`src/fe_pkg.sv`:
```
`default_nettype none

package fe_pkg;

    // Reset PC and the canonical NOP (andi r0, r0, 0)
    localparam logic [31:0] PC_RESET      = 32'h1c00_0000;
    localparam logic [31:0] INST_NOP      = 32'h0340_0000;
    localparam logic [31:0] BUBBLE_COOKIE = 32'd1958;

    // Fetch buffer geometry
    localparam int FB_DEPTH = 4;
    localparam int FB_PTR_W = $clog2(FB_DEPTH);
    // Count must also represent the full state
    localparam int FB_CNT_W = $clog2(FB_DEPTH + 1);

    // One fetch packet carries two instruction slots
    typedef struct packed {
        logic        bubble;
        logic [31:0] inst0;
        logic [31:0] inst1;
        logic [31:0] pc;
        logic [31:0] pc_add;
        logic [31:0] pc_next;
        logic [31:0] badv;
        logic [31:0] cookie;
        logic [6:0]  exception;
        logic [1:0]  excp_flag;
        logic [1:0]  priv_flag;
    } fetch_pkt_t;

    // Packet loaded into the decode stage when there is nothing to decode
    localparam fetch_pkt_t BUBBLE_PKT = '{
        bubble:    1'b1,
        inst0:     INST_NOP,
        inst1:     INST_NOP,
        pc:        PC_RESET,
        pc_add:    PC_RESET + 32'd4,
        pc_next:   PC_RESET + 32'd8,
        badv:      PC_RESET,
        cookie:    BUBBLE_COOKIE,
        exception: 7'h00,
        excp_flag: 2'b00,
        priv_flag: 2'b00
    };

endpackage

`default_nettype wire

```
`src/dec_pkg.sv`:
```
`default_nettype none

package dec_pkg;

    typedef enum logic [3:0] {
        OP_NOP,
        OP_ADD_W,
        OP_SUB_W,
        OP_ADDI_W,
        OP_LD_W,
        OP_ST_W,
        OP_BEQ,
        OP_B,
        OP_INVALID
    } opcode_e;

    // Major opcode fields, grouped by how many top bits they use
    // 3R format uses bits 31..15
    localparam logic [16:0] OPC17_ADD_W  = 17'h00020;
    localparam logic [16:0] OPC17_SUB_W  = 17'h00022;
    // 2RI12 format uses bits 31..22
    localparam logic [9:0]  OPC10_ADDI_W = 10'h00a;
    localparam logic [9:0]  OPC10_LD_W   = 10'h0a2;
    localparam logic [9:0]  OPC10_ST_W   = 10'h0a6;
    // Branches use bits 31..26
    localparam logic [5:0]  OPC6_BEQ     = 6'h16;
    localparam logic [5:0]  OPC6_B       = 6'h14;

    typedef struct packed {
        opcode_e     opcode;
        logic [4:0]  rd;
        logic [4:0]  rj;
        logic [4:0]  rk;
        logic [31:0] imm;
        logic        ill;
    } dec_slot_t;

    typedef struct packed {
        dec_slot_t   slot0;
        dec_slot_t   slot1;
        logic [31:0] pc;
        logic [31:0] pc_next;
        logic [31:0] badv;
        logic [31:0] cookie;
        logic [6:0]  exception;
        logic [1:0]  excp_flag;
        logic [1:0]  priv_flag;
    } dec_pair_t;

endpackage

`default_nettype wire

```
`src/fetch_buffer.sv`:
```
`timescale 1ns/1ps
`default_nettype none

module fetch_buffer (
    input  wire logic             clk,
    input  wire logic             arst_n,
    input  wire logic             flush,
    input  wire logic             in_valid,
    input  wire fe_pkg::fetch_pkt_t in_pkt,
    output logic                  in_allowin,
    output logic                  fb_valid,
    output fe_pkg::fetch_pkt_t    fb_pkt,
    input  wire logic             id_allowin
);
    import fe_pkg::*;

    fetch_pkt_t          mem [FB_DEPTH];
    logic [FB_PTR_W-1:0] wr_ptr;
    logic [FB_PTR_W-1:0] rd_ptr;
    logic [FB_CNT_W-1:0] count;
    logic                full;
    logic                wr_en;
    logic                rd_en;

    assign full     = (count == FB_CNT_W'(FB_DEPTH));
    assign fb_valid = (count != '0);
    // Head entry is presented straight from the array
    assign fb_pkt   = mem[rd_ptr];

    assign rd_en = fb_valid && id_allowin;
    // A slot freed by a read on the same edge may be refilled at once
    assign in_allowin = !flush && (!full || rd_en);
    assign wr_en      = in_valid && in_allowin;

    function automatic logic [FB_PTR_W-1:0] ptr_inc(input logic [FB_PTR_W-1:0] ptr);
        if (ptr == FB_PTR_W'(FB_DEPTH - 1)) begin
            return '0;
        end
        return ptr + 1'b1;
    endfunction

    always_ff @(posedge clk) begin
        if (wr_en) begin
            mem[wr_ptr] <= in_pkt;
        end
    end

    always_ff @(posedge clk or negedge arst_n) begin
        if (!arst_n) begin
            wr_ptr <= '0;
            rd_ptr <= '0;
            count  <= '0;
        end else if (flush) begin
            wr_ptr <= '0;
            rd_ptr <= '0;
            count  <= '0;
        end else begin
            if (wr_en) begin
                wr_ptr <= ptr_inc(wr_ptr);
            end
            if (rd_en) begin
                rd_ptr <= ptr_inc(rd_ptr);
            end
            case ({wr_en, rd_en})
                2'b10:   count <= count + 1'b1;
                2'b01:   count <= count - 1'b1;
                default: count <= count;
            endcase
        end
    end

    // Writing over an unread head slot is only legal when the head leaves on the same edge
    a_no_write_full: assert property (
        @(posedge clk) disable iff (!arst_n)
        (wr_en && fb_valid && (wr_ptr == rd_ptr)) |-> rd_en
    );

    a_count_bound: assert property (
        @(posedge clk) disable iff (!arst_n)
        count <= FB_CNT_W'(FB_DEPTH)
    );

endmodule

`default_nettype wire

```
`src/fifo_id_stage.sv`:
```
`timescale 1ns/1ps
`default_nettype none

module fifo_id_stage (
    input  wire logic               clk,
    input  wire logic               arst_n,
    input  wire logic               flush,
    input  wire logic               fb_valid,
    input  wire fe_pkg::fetch_pkt_t fb_pkt,
    input  wire logic               id_allowin,
    output fe_pkg::fetch_pkt_t      id_pkt
);
    import fe_pkg::*;

    logic load_pkt;
    logic load_bubble;

    // Decode side is ready and the buffer has a real packet
    assign load_pkt    = id_allowin && fb_valid;
    // Nothing to hand on, so decode sees a NOP pair
    assign load_bubble = id_allowin && !fb_valid;

    // The stage is never empty
    // It holds either a real packet or the bubble
    always_ff @(posedge clk or negedge arst_n) begin
        if (!arst_n) begin
            id_pkt <= BUBBLE_PKT;
        end else if (flush) begin
            id_pkt <= BUBBLE_PKT;
        end else if (load_pkt) begin
            id_pkt <= fb_pkt;
        end else if (load_bubble) begin
            id_pkt <= BUBBLE_PKT;
        end
    end

    // Flushed work must not reach decode on the following cycle
    a_flush_bubble: assert property (
        @(posedge clk) disable iff (!arst_n)
        flush |=> (id_pkt.bubble && !fb_valid)
    );

endmodule

`default_nettype wire

```
`src/inst_decoder.sv`:
```
`timescale 1ns/1ps
`default_nettype none

module inst_decoder (
    input  wire fe_pkg::fetch_pkt_t id_pkt,
    output dec_pkg::dec_pair_t      dec_pair
);
    import fe_pkg::*;
    import dec_pkg::*;

    function automatic dec_slot_t decode_slot(input logic [31:0] inst);
        dec_slot_t s;

        // Register fields sit at fixed positions in every format
        s.rd     = inst[4:0];
        s.rj     = inst[9:5];
        s.rk     = inst[14:10];
        s.imm    = '0;
        s.opcode = OP_INVALID;
        s.ill    = 1'b1;

        if (inst == INST_NOP) begin
            s.opcode = OP_NOP;
        end else if (inst[31:15] == OPC17_ADD_W) begin
            s.opcode = OP_ADD_W;
        end else if (inst[31:15] == OPC17_SUB_W) begin
            s.opcode = OP_SUB_W;
        end else if (inst[31:22] == OPC10_ADDI_W) begin
            s.opcode = OP_ADDI_W;
            s.imm    = {{20{inst[21]}}, inst[21:10]};
        end else if (inst[31:22] == OPC10_LD_W) begin
            s.opcode = OP_LD_W;
            s.imm    = {{20{inst[21]}}, inst[21:10]};
        end else if (inst[31:22] == OPC10_ST_W) begin
            s.opcode = OP_ST_W;
            s.imm    = {{20{inst[21]}}, inst[21:10]};
        end else if (inst[31:26] == OPC6_BEQ) begin
            // offs16 in words
            s.opcode = OP_BEQ;
            s.imm    = {{14{inst[25]}}, inst[25:10], 2'b00};
        end else if (inst[31:26] == OPC6_B) begin
            // offs26 is split, high part lives in bits 9..0
            s.opcode = OP_B;
            s.imm    = {{4{inst[9]}}, inst[9:0], inst[25:10], 2'b00};
        end

        if (s.opcode != OP_INVALID) begin
            s.ill = 1'b0;
        end
        return s;
    endfunction

    always_comb begin
        dec_pair.slot0     = decode_slot(id_pkt.inst0);
        dec_pair.slot1     = decode_slot(id_pkt.inst1);
        dec_pair.pc        = id_pkt.pc;
        dec_pair.pc_next   = id_pkt.pc_next;
        dec_pair.badv      = id_pkt.badv;
        dec_pair.cookie    = id_pkt.cookie;
        dec_pair.exception = id_pkt.exception;
        dec_pair.excp_flag = id_pkt.excp_flag;
        dec_pair.priv_flag = id_pkt.priv_flag;
    end

endmodule

`default_nettype wire

```
`src/decode_out_stage.sv`:
```
`timescale 1ns/1ps
`default_nettype none

module decode_out_stage (
    input  wire logic               clk,
    input  wire logic               arst_n,
    input  wire logic               flush,
    input  wire logic               id_pkt_bubble,
    input  wire dec_pkg::dec_pair_t dec_pair,
    output logic                    id_allowin,
    output logic                    out_valid,
    output dec_pkg::dec_pair_t      out_pair,
    input  wire logic               out_allowin
);

    logic accept;

    // Room when empty or when issue drains the current pair this cycle
    assign id_allowin = !out_valid || out_allowin;
    // Bubbles are consumed here and never become valid
    assign accept     = id_allowin && !id_pkt_bubble && !flush;

    always_ff @(posedge clk or negedge arst_n) begin
        if (!arst_n) begin
            out_valid <= 1'b0;
        end else if (flush) begin
            out_valid <= 1'b0;
        end else if (accept) begin
            out_valid <= 1'b1;
        end else if (out_allowin) begin
            out_valid <= 1'b0;
        end
    end

    always_ff @(posedge clk) begin
        if (accept) begin
            out_pair <= dec_pair;
        end
    end

    // Issue must see the same pair until it takes it
    a_stall_stable: assert property (
        @(posedge clk) disable iff (!arst_n)
        (out_valid && !out_allowin) |=> $stable(out_pair)
    );

endmodule

`default_nettype wire

```
`src/frontend_decode_top.sv`:
```
`timescale 1ns/1ps
`default_nettype none

module frontend_decode_top (
    input  wire logic               clk,
    input  wire logic               arst_n,
    input  wire logic               flush,
    input  wire logic               in_valid,
    input  wire fe_pkg::fetch_pkt_t in_pkt,
    output logic                    in_allowin,
    output logic                    out_valid,
    output dec_pkg::dec_pair_t      out_pair,
    input  wire logic               out_allowin
);
    import fe_pkg::*;
    import dec_pkg::*;

    logic       fb_valid;
    fetch_pkt_t fb_pkt;
    logic       id_allowin;
    fetch_pkt_t id_pkt;
    dec_pair_t  dec_pair;

    fetch_buffer u_fetch_buffer (
        .clk        (clk),
        .arst_n     (arst_n),
        .flush      (flush),
        .in_valid   (in_valid),
        .in_pkt     (in_pkt),
        .in_allowin (in_allowin),
        .fb_valid   (fb_valid),
        .fb_pkt     (fb_pkt),
        .id_allowin (id_allowin)
    );

    fifo_id_stage u_fifo_id_stage (
        .clk        (clk),
        .arst_n     (arst_n),
        .flush      (flush),
        .fb_valid   (fb_valid),
        .fb_pkt     (fb_pkt),
        .id_allowin (id_allowin),
        .id_pkt     (id_pkt)
    );

    inst_decoder u_inst_decoder (
        .id_pkt   (id_pkt),
        .dec_pair (dec_pair)
    );

    // Bubble flag travels beside the decoded pair
    decode_out_stage u_decode_out_stage (
        .clk           (clk),
        .arst_n        (arst_n),
        .flush         (flush),
        .id_pkt_bubble (id_pkt.bubble),
        .dec_pair      (dec_pair),
        .id_allowin    (id_allowin),
        .out_valid     (out_valid),
        .out_pair      (out_pair),
        .out_allowin   (out_allowin)
    );

endmodule

`default_nettype wire

```
`config.mk`:
```
export PLATFORM = sky130hd
export DESIGN_NAME = frontend_decode_top
export DESIGN_NICKNAME = d
export VERILOG_FILES = /design/src/fe_pkg.sv /design/src/dec_pkg.sv /design/src/fetch_buffer.sv /design/src/fifo_id_stage.sv /design/src/inst_decoder.sv /design/src/decode_out_stage.sv /design/src/frontend_decode_top.sv
export SDC_FILE = /design/constraint.sdc
export NUM_CORES = 1
export LEC_CHECK = 0
export BUFFER_PORTS_ARGS = -buffer_cell sky130_fd_sc_hd__buf_4
export CAP_MARGIN = 20
export CORE_MARGIN = 2
export CORE_UTILIZATION = 60
export DETAILED_ROUTE_END_ITERATION = 6
export GPL_TIMING_DRIVEN = 0
export PLACE_DENSITY = 0.81
export REMOVE_ABC_BUFFERS = 1
export SYNTH_ARGS = -nofsm -noshare
export SYNTH_HDL_FRONTEND = slang
export SYNTH_SLANG_ARGS = --single-unit
export TNS_END_PERCENT = 50
```
`constraint.sdc`:
```
create_clock -name clk -period 40.6 [get_ports clk]
set_input_delay 8.12 -clock clk [delete_from_list [all_inputs] [get_ports clk]]
set_output_delay 8.12 -clock clk [all_outputs]
set_load 0.02 [all_outputs]
```
==> results.json <==
{
  "cp.depth": 5,
  "cp_slowest_cell": "nor2b_1",
  "required_ns": 32.48,
  "drt-vias-per-instance": 6.27,
  "yosysWarnings": 0,
  "r2r_end": "u_fetch_buffer.mem[0][91]$_DFFE_PP_",
  "insertion_delay_ns": 0.70,
  "cts_buffers": 118,
  "report.final.slew_viol_count": 0,
  "holdWs_ns": 0.443,
  "hpwl_um": 60000,
  "path_max_fanout": 10,
  "crit_chain": "buf_4 > nor2b_1 > and3_1 > nor2_1 > buf_4",
  "rr_worst_depth": 6,
  "async_flop_share_pct": 16.8,
  "fin_crit_sh_pct": 43.3,
  "io_pins": 486,
  "min_to": "u_decode_out_stage.out_pair[108]$_DFFE_PP_",
  "cp-startpoint": "out_allowin",
  "clock_skew_ns": 0.0441,
  "synth.top_cell.area_share_pct": 69.9,
  "ir_drop_mv": 0.0514,
  "whs_path_depth": 0,
  "drive_gt1_share_pct": 36.0,
  "cts_setup_buffers": 0,
  "status": "completed",
  "rows": 100,
  "critPathKind": "input port to output port",
  "synth_edf_count": 1051,
  "setup_viol": 0,
  "antenna_found_initial": 24,
  "cts_resized": 0,
  "coreArea_mm2": 0.0744,
  "ys.flop_type": "edfxtp_1",
  "fmax_mhz": 56.9,
  "grt_pass1_wl_um": 150000,
  "dieArea_mm2": 0.0775,
  "worst_path_largest_cell_delay_ns": 0.66,
  "clk_path_buf_depth": 3,
  "synth_cell_types": 52,
  "ant_nets": 0,
  "worstMarginPinSlew_ns": 0.996,
  "grt_usage_pct": 25.9,
  "cts.sinks": 1263,
  "rsz0062_at_grt": "false",
  "io_buffers": 453,
  "cts_tree": "built",
  "yosysSeqAreaShare_pct": 81.7,
  "yosysTopAreaCell": "edfxtp_1",
  "worst_ep_arrival_time_ns": 9.46,
  "netlist_area_mm2": 0.0452,
  "p_leak_uw": 0.0195,
  "holdCritPathClass": "register to register",
  "crit_family": "simple AND/OR/NAND/NOR gates",
  "period_needed_ns": 17.58,
  "fp.dieW_um": 278,
  "worst_setup_path_end_kind": "output port",
  "grt_overflow": 0,
  "synth_cells": 2019,
  "maxSlewHeadroom_pct": 33.1,
  "vias": 22800,
  "grt_max_degree": 80,
  "drtIter0Drc": 2117,
  "grt_pass1_vias": 23900,
  "yosys_register_bits": 1263,
  "maxCapViolations": 0,
  "clkTransAtPathRegs_ns": 0.06,
  "route.detailed.drc": 0,
  "crit_top_cell": "buf_4",
  "r2r_slack_ns": 37.59,
  "start_util_pct": 60.7,
  "cts_hold_buffers": 0,
  "worstSetupStartpointType": "input port",
  "routed_wl_um": 101000,
  "fp.dieH_um": 278,
  "place_congestion": 0.867,
  "post_drt_wl_per_cell_um": 27.6,
  "h-tree-depth": 3,
  "yosys-top-cells-count": "1051 x edfxtp_1, 204 x mux4_2, 196 x a22o_1, 188 x dfrtp_1, 63 x clkbuf_1",
  "tns_ns": 0,
  "firstDrtPassIters": 7,
  "pwr_density_cell_mw_per_mm2": 60.4,
  "area_delta_synth_final_pct": 21.4,
  "synth_most_common_cell": "edfxtp_1",
  "root_buffer": "clkbuf_16",
  "critPathBufInv": 2,
  "synth.area.top_cells": "edfxtp_1 70%, dfrtp_1 10%, mux4_2 10%",
  "reg2reg_from": "u_decode_out_stage.out_valid$_DFFE_PN0P_",
  "hold_viol": 0,
  "nets": 2800,
  "min_from": "u_fifo_id_stage.id_pkt[140]$_DFFE_PN0P_",
  "syn_avg_cell_area_um2": 22.4
}
per-stage QoR:
stage / worst slack, ns / cells / total power, uW / cell area (um2) / util, %
after floorplan: 15.22 / 1907 / 2060 / 44700 / -
after global placement: 5.67 / 3329 / 2320 / 49300 / 66.2
after detailed placement: 23.09 / 3401 / 2200 / 50800 / 68.2
after CTS: 23.03 / 3626 / 3330 / 54800 / 73.6
after global routing: 22.91 / 3643 / 3420 / 54800 / 73.6
final: 23.02 / 3644 / 3310 / 54800 / 73.6
how the worst max path moves through the flow:
stage	end	slack, ns
floorplan	u_decode_out_stage.out_pair[0]$_DFFE_PP_	15.22
global placement	u_decode_out_stage.out_pair[179]$_DFFE_PP_	5.67
detailed placement	in_allowin	23.09
CTS	in_allowin	23.03
global route	in_allowin	22.91
finish	in_allowin	23.02
metal layers:
layer	share of wire [%]	up-vias	GRT usage [%]	wire (um)
met3	7.9	272	7.03	7910
met4	3.7	18	10.0	3750
met2	52	1078	42.7	52000
li1	-	9476	-	-
met1	37	12000	33.4	36900
met5	0.11	-	0	114
layout make-up:
| cell class | instances | area (um2) |
|---|---|---|
| sequential | 1263 | 36900 |
| antenna | 16 | 40.0 |
| clock buffer | 166 | 3300 |
| clock inverter | 59 | 708 |
| inverter | 6 | 22.5 |
| multi-input combinational | 638 | 7790 |
| fill | 3904 | 19600 |
| timing repair buffer | 527 | 4830 |
| tap | 969 | 1210 |
kinds of logic (layout without fill, tap and decap cells):
family                   after synthesis  count (layout)  synth area share [%]
other                                  0              16                     0
AND/OR/NAND/NOR                      145             145                  1.70
buffers and inverters                118             758                  1.14
XOR/XNOR                               4               4                0.0776
adder cells (fa/ha/maj)                5               5                 0.155
flip-flops                          1263            1263                  81.7
multiplexers                         205             205                  10.2
AO/OA/AOI/OAI                        279             279                  5.04
power by group:
part	switching, uW	leakage [uW]	internal, uW
Sequential	82.2	0.0124	1540
Combinational	286	0.00518	278
Clock	476	0.00196	648
Total	845	0.0195	2460
cells in the final DEF (no fill, tap or decap), types with 16 or more instances in the layout:
cell type,count
a21oi_1,30
a22o_1,196
buf_16,31
buf_4,456
buf_6,22
clkbuf_1,32
clkbuf_16,119
clkinv_2,23
dfrtp_1,186
dfstp_2,24
diode_2,16
edfxtp_1,1051
mux4_2,204
nand2_1,44
nor2_1,22
o21ai_0,17
o22a_1,22
registers in the layout, summed over array words and instances, names as in the netlist:
name	flops
u_decode_out_stage.out_pair	235
u_fetch_buffer.rd_ptr	2
u_fetch_buffer.count	3
u_fetch_buffer.mem	816
u_decode_out_stage.out_valid	1
u_fifo_id_stage.id_pkt	204
u_fetch_buffer.wr_ptr	2
Note: power is estimated with default switching activity, not from simulation.
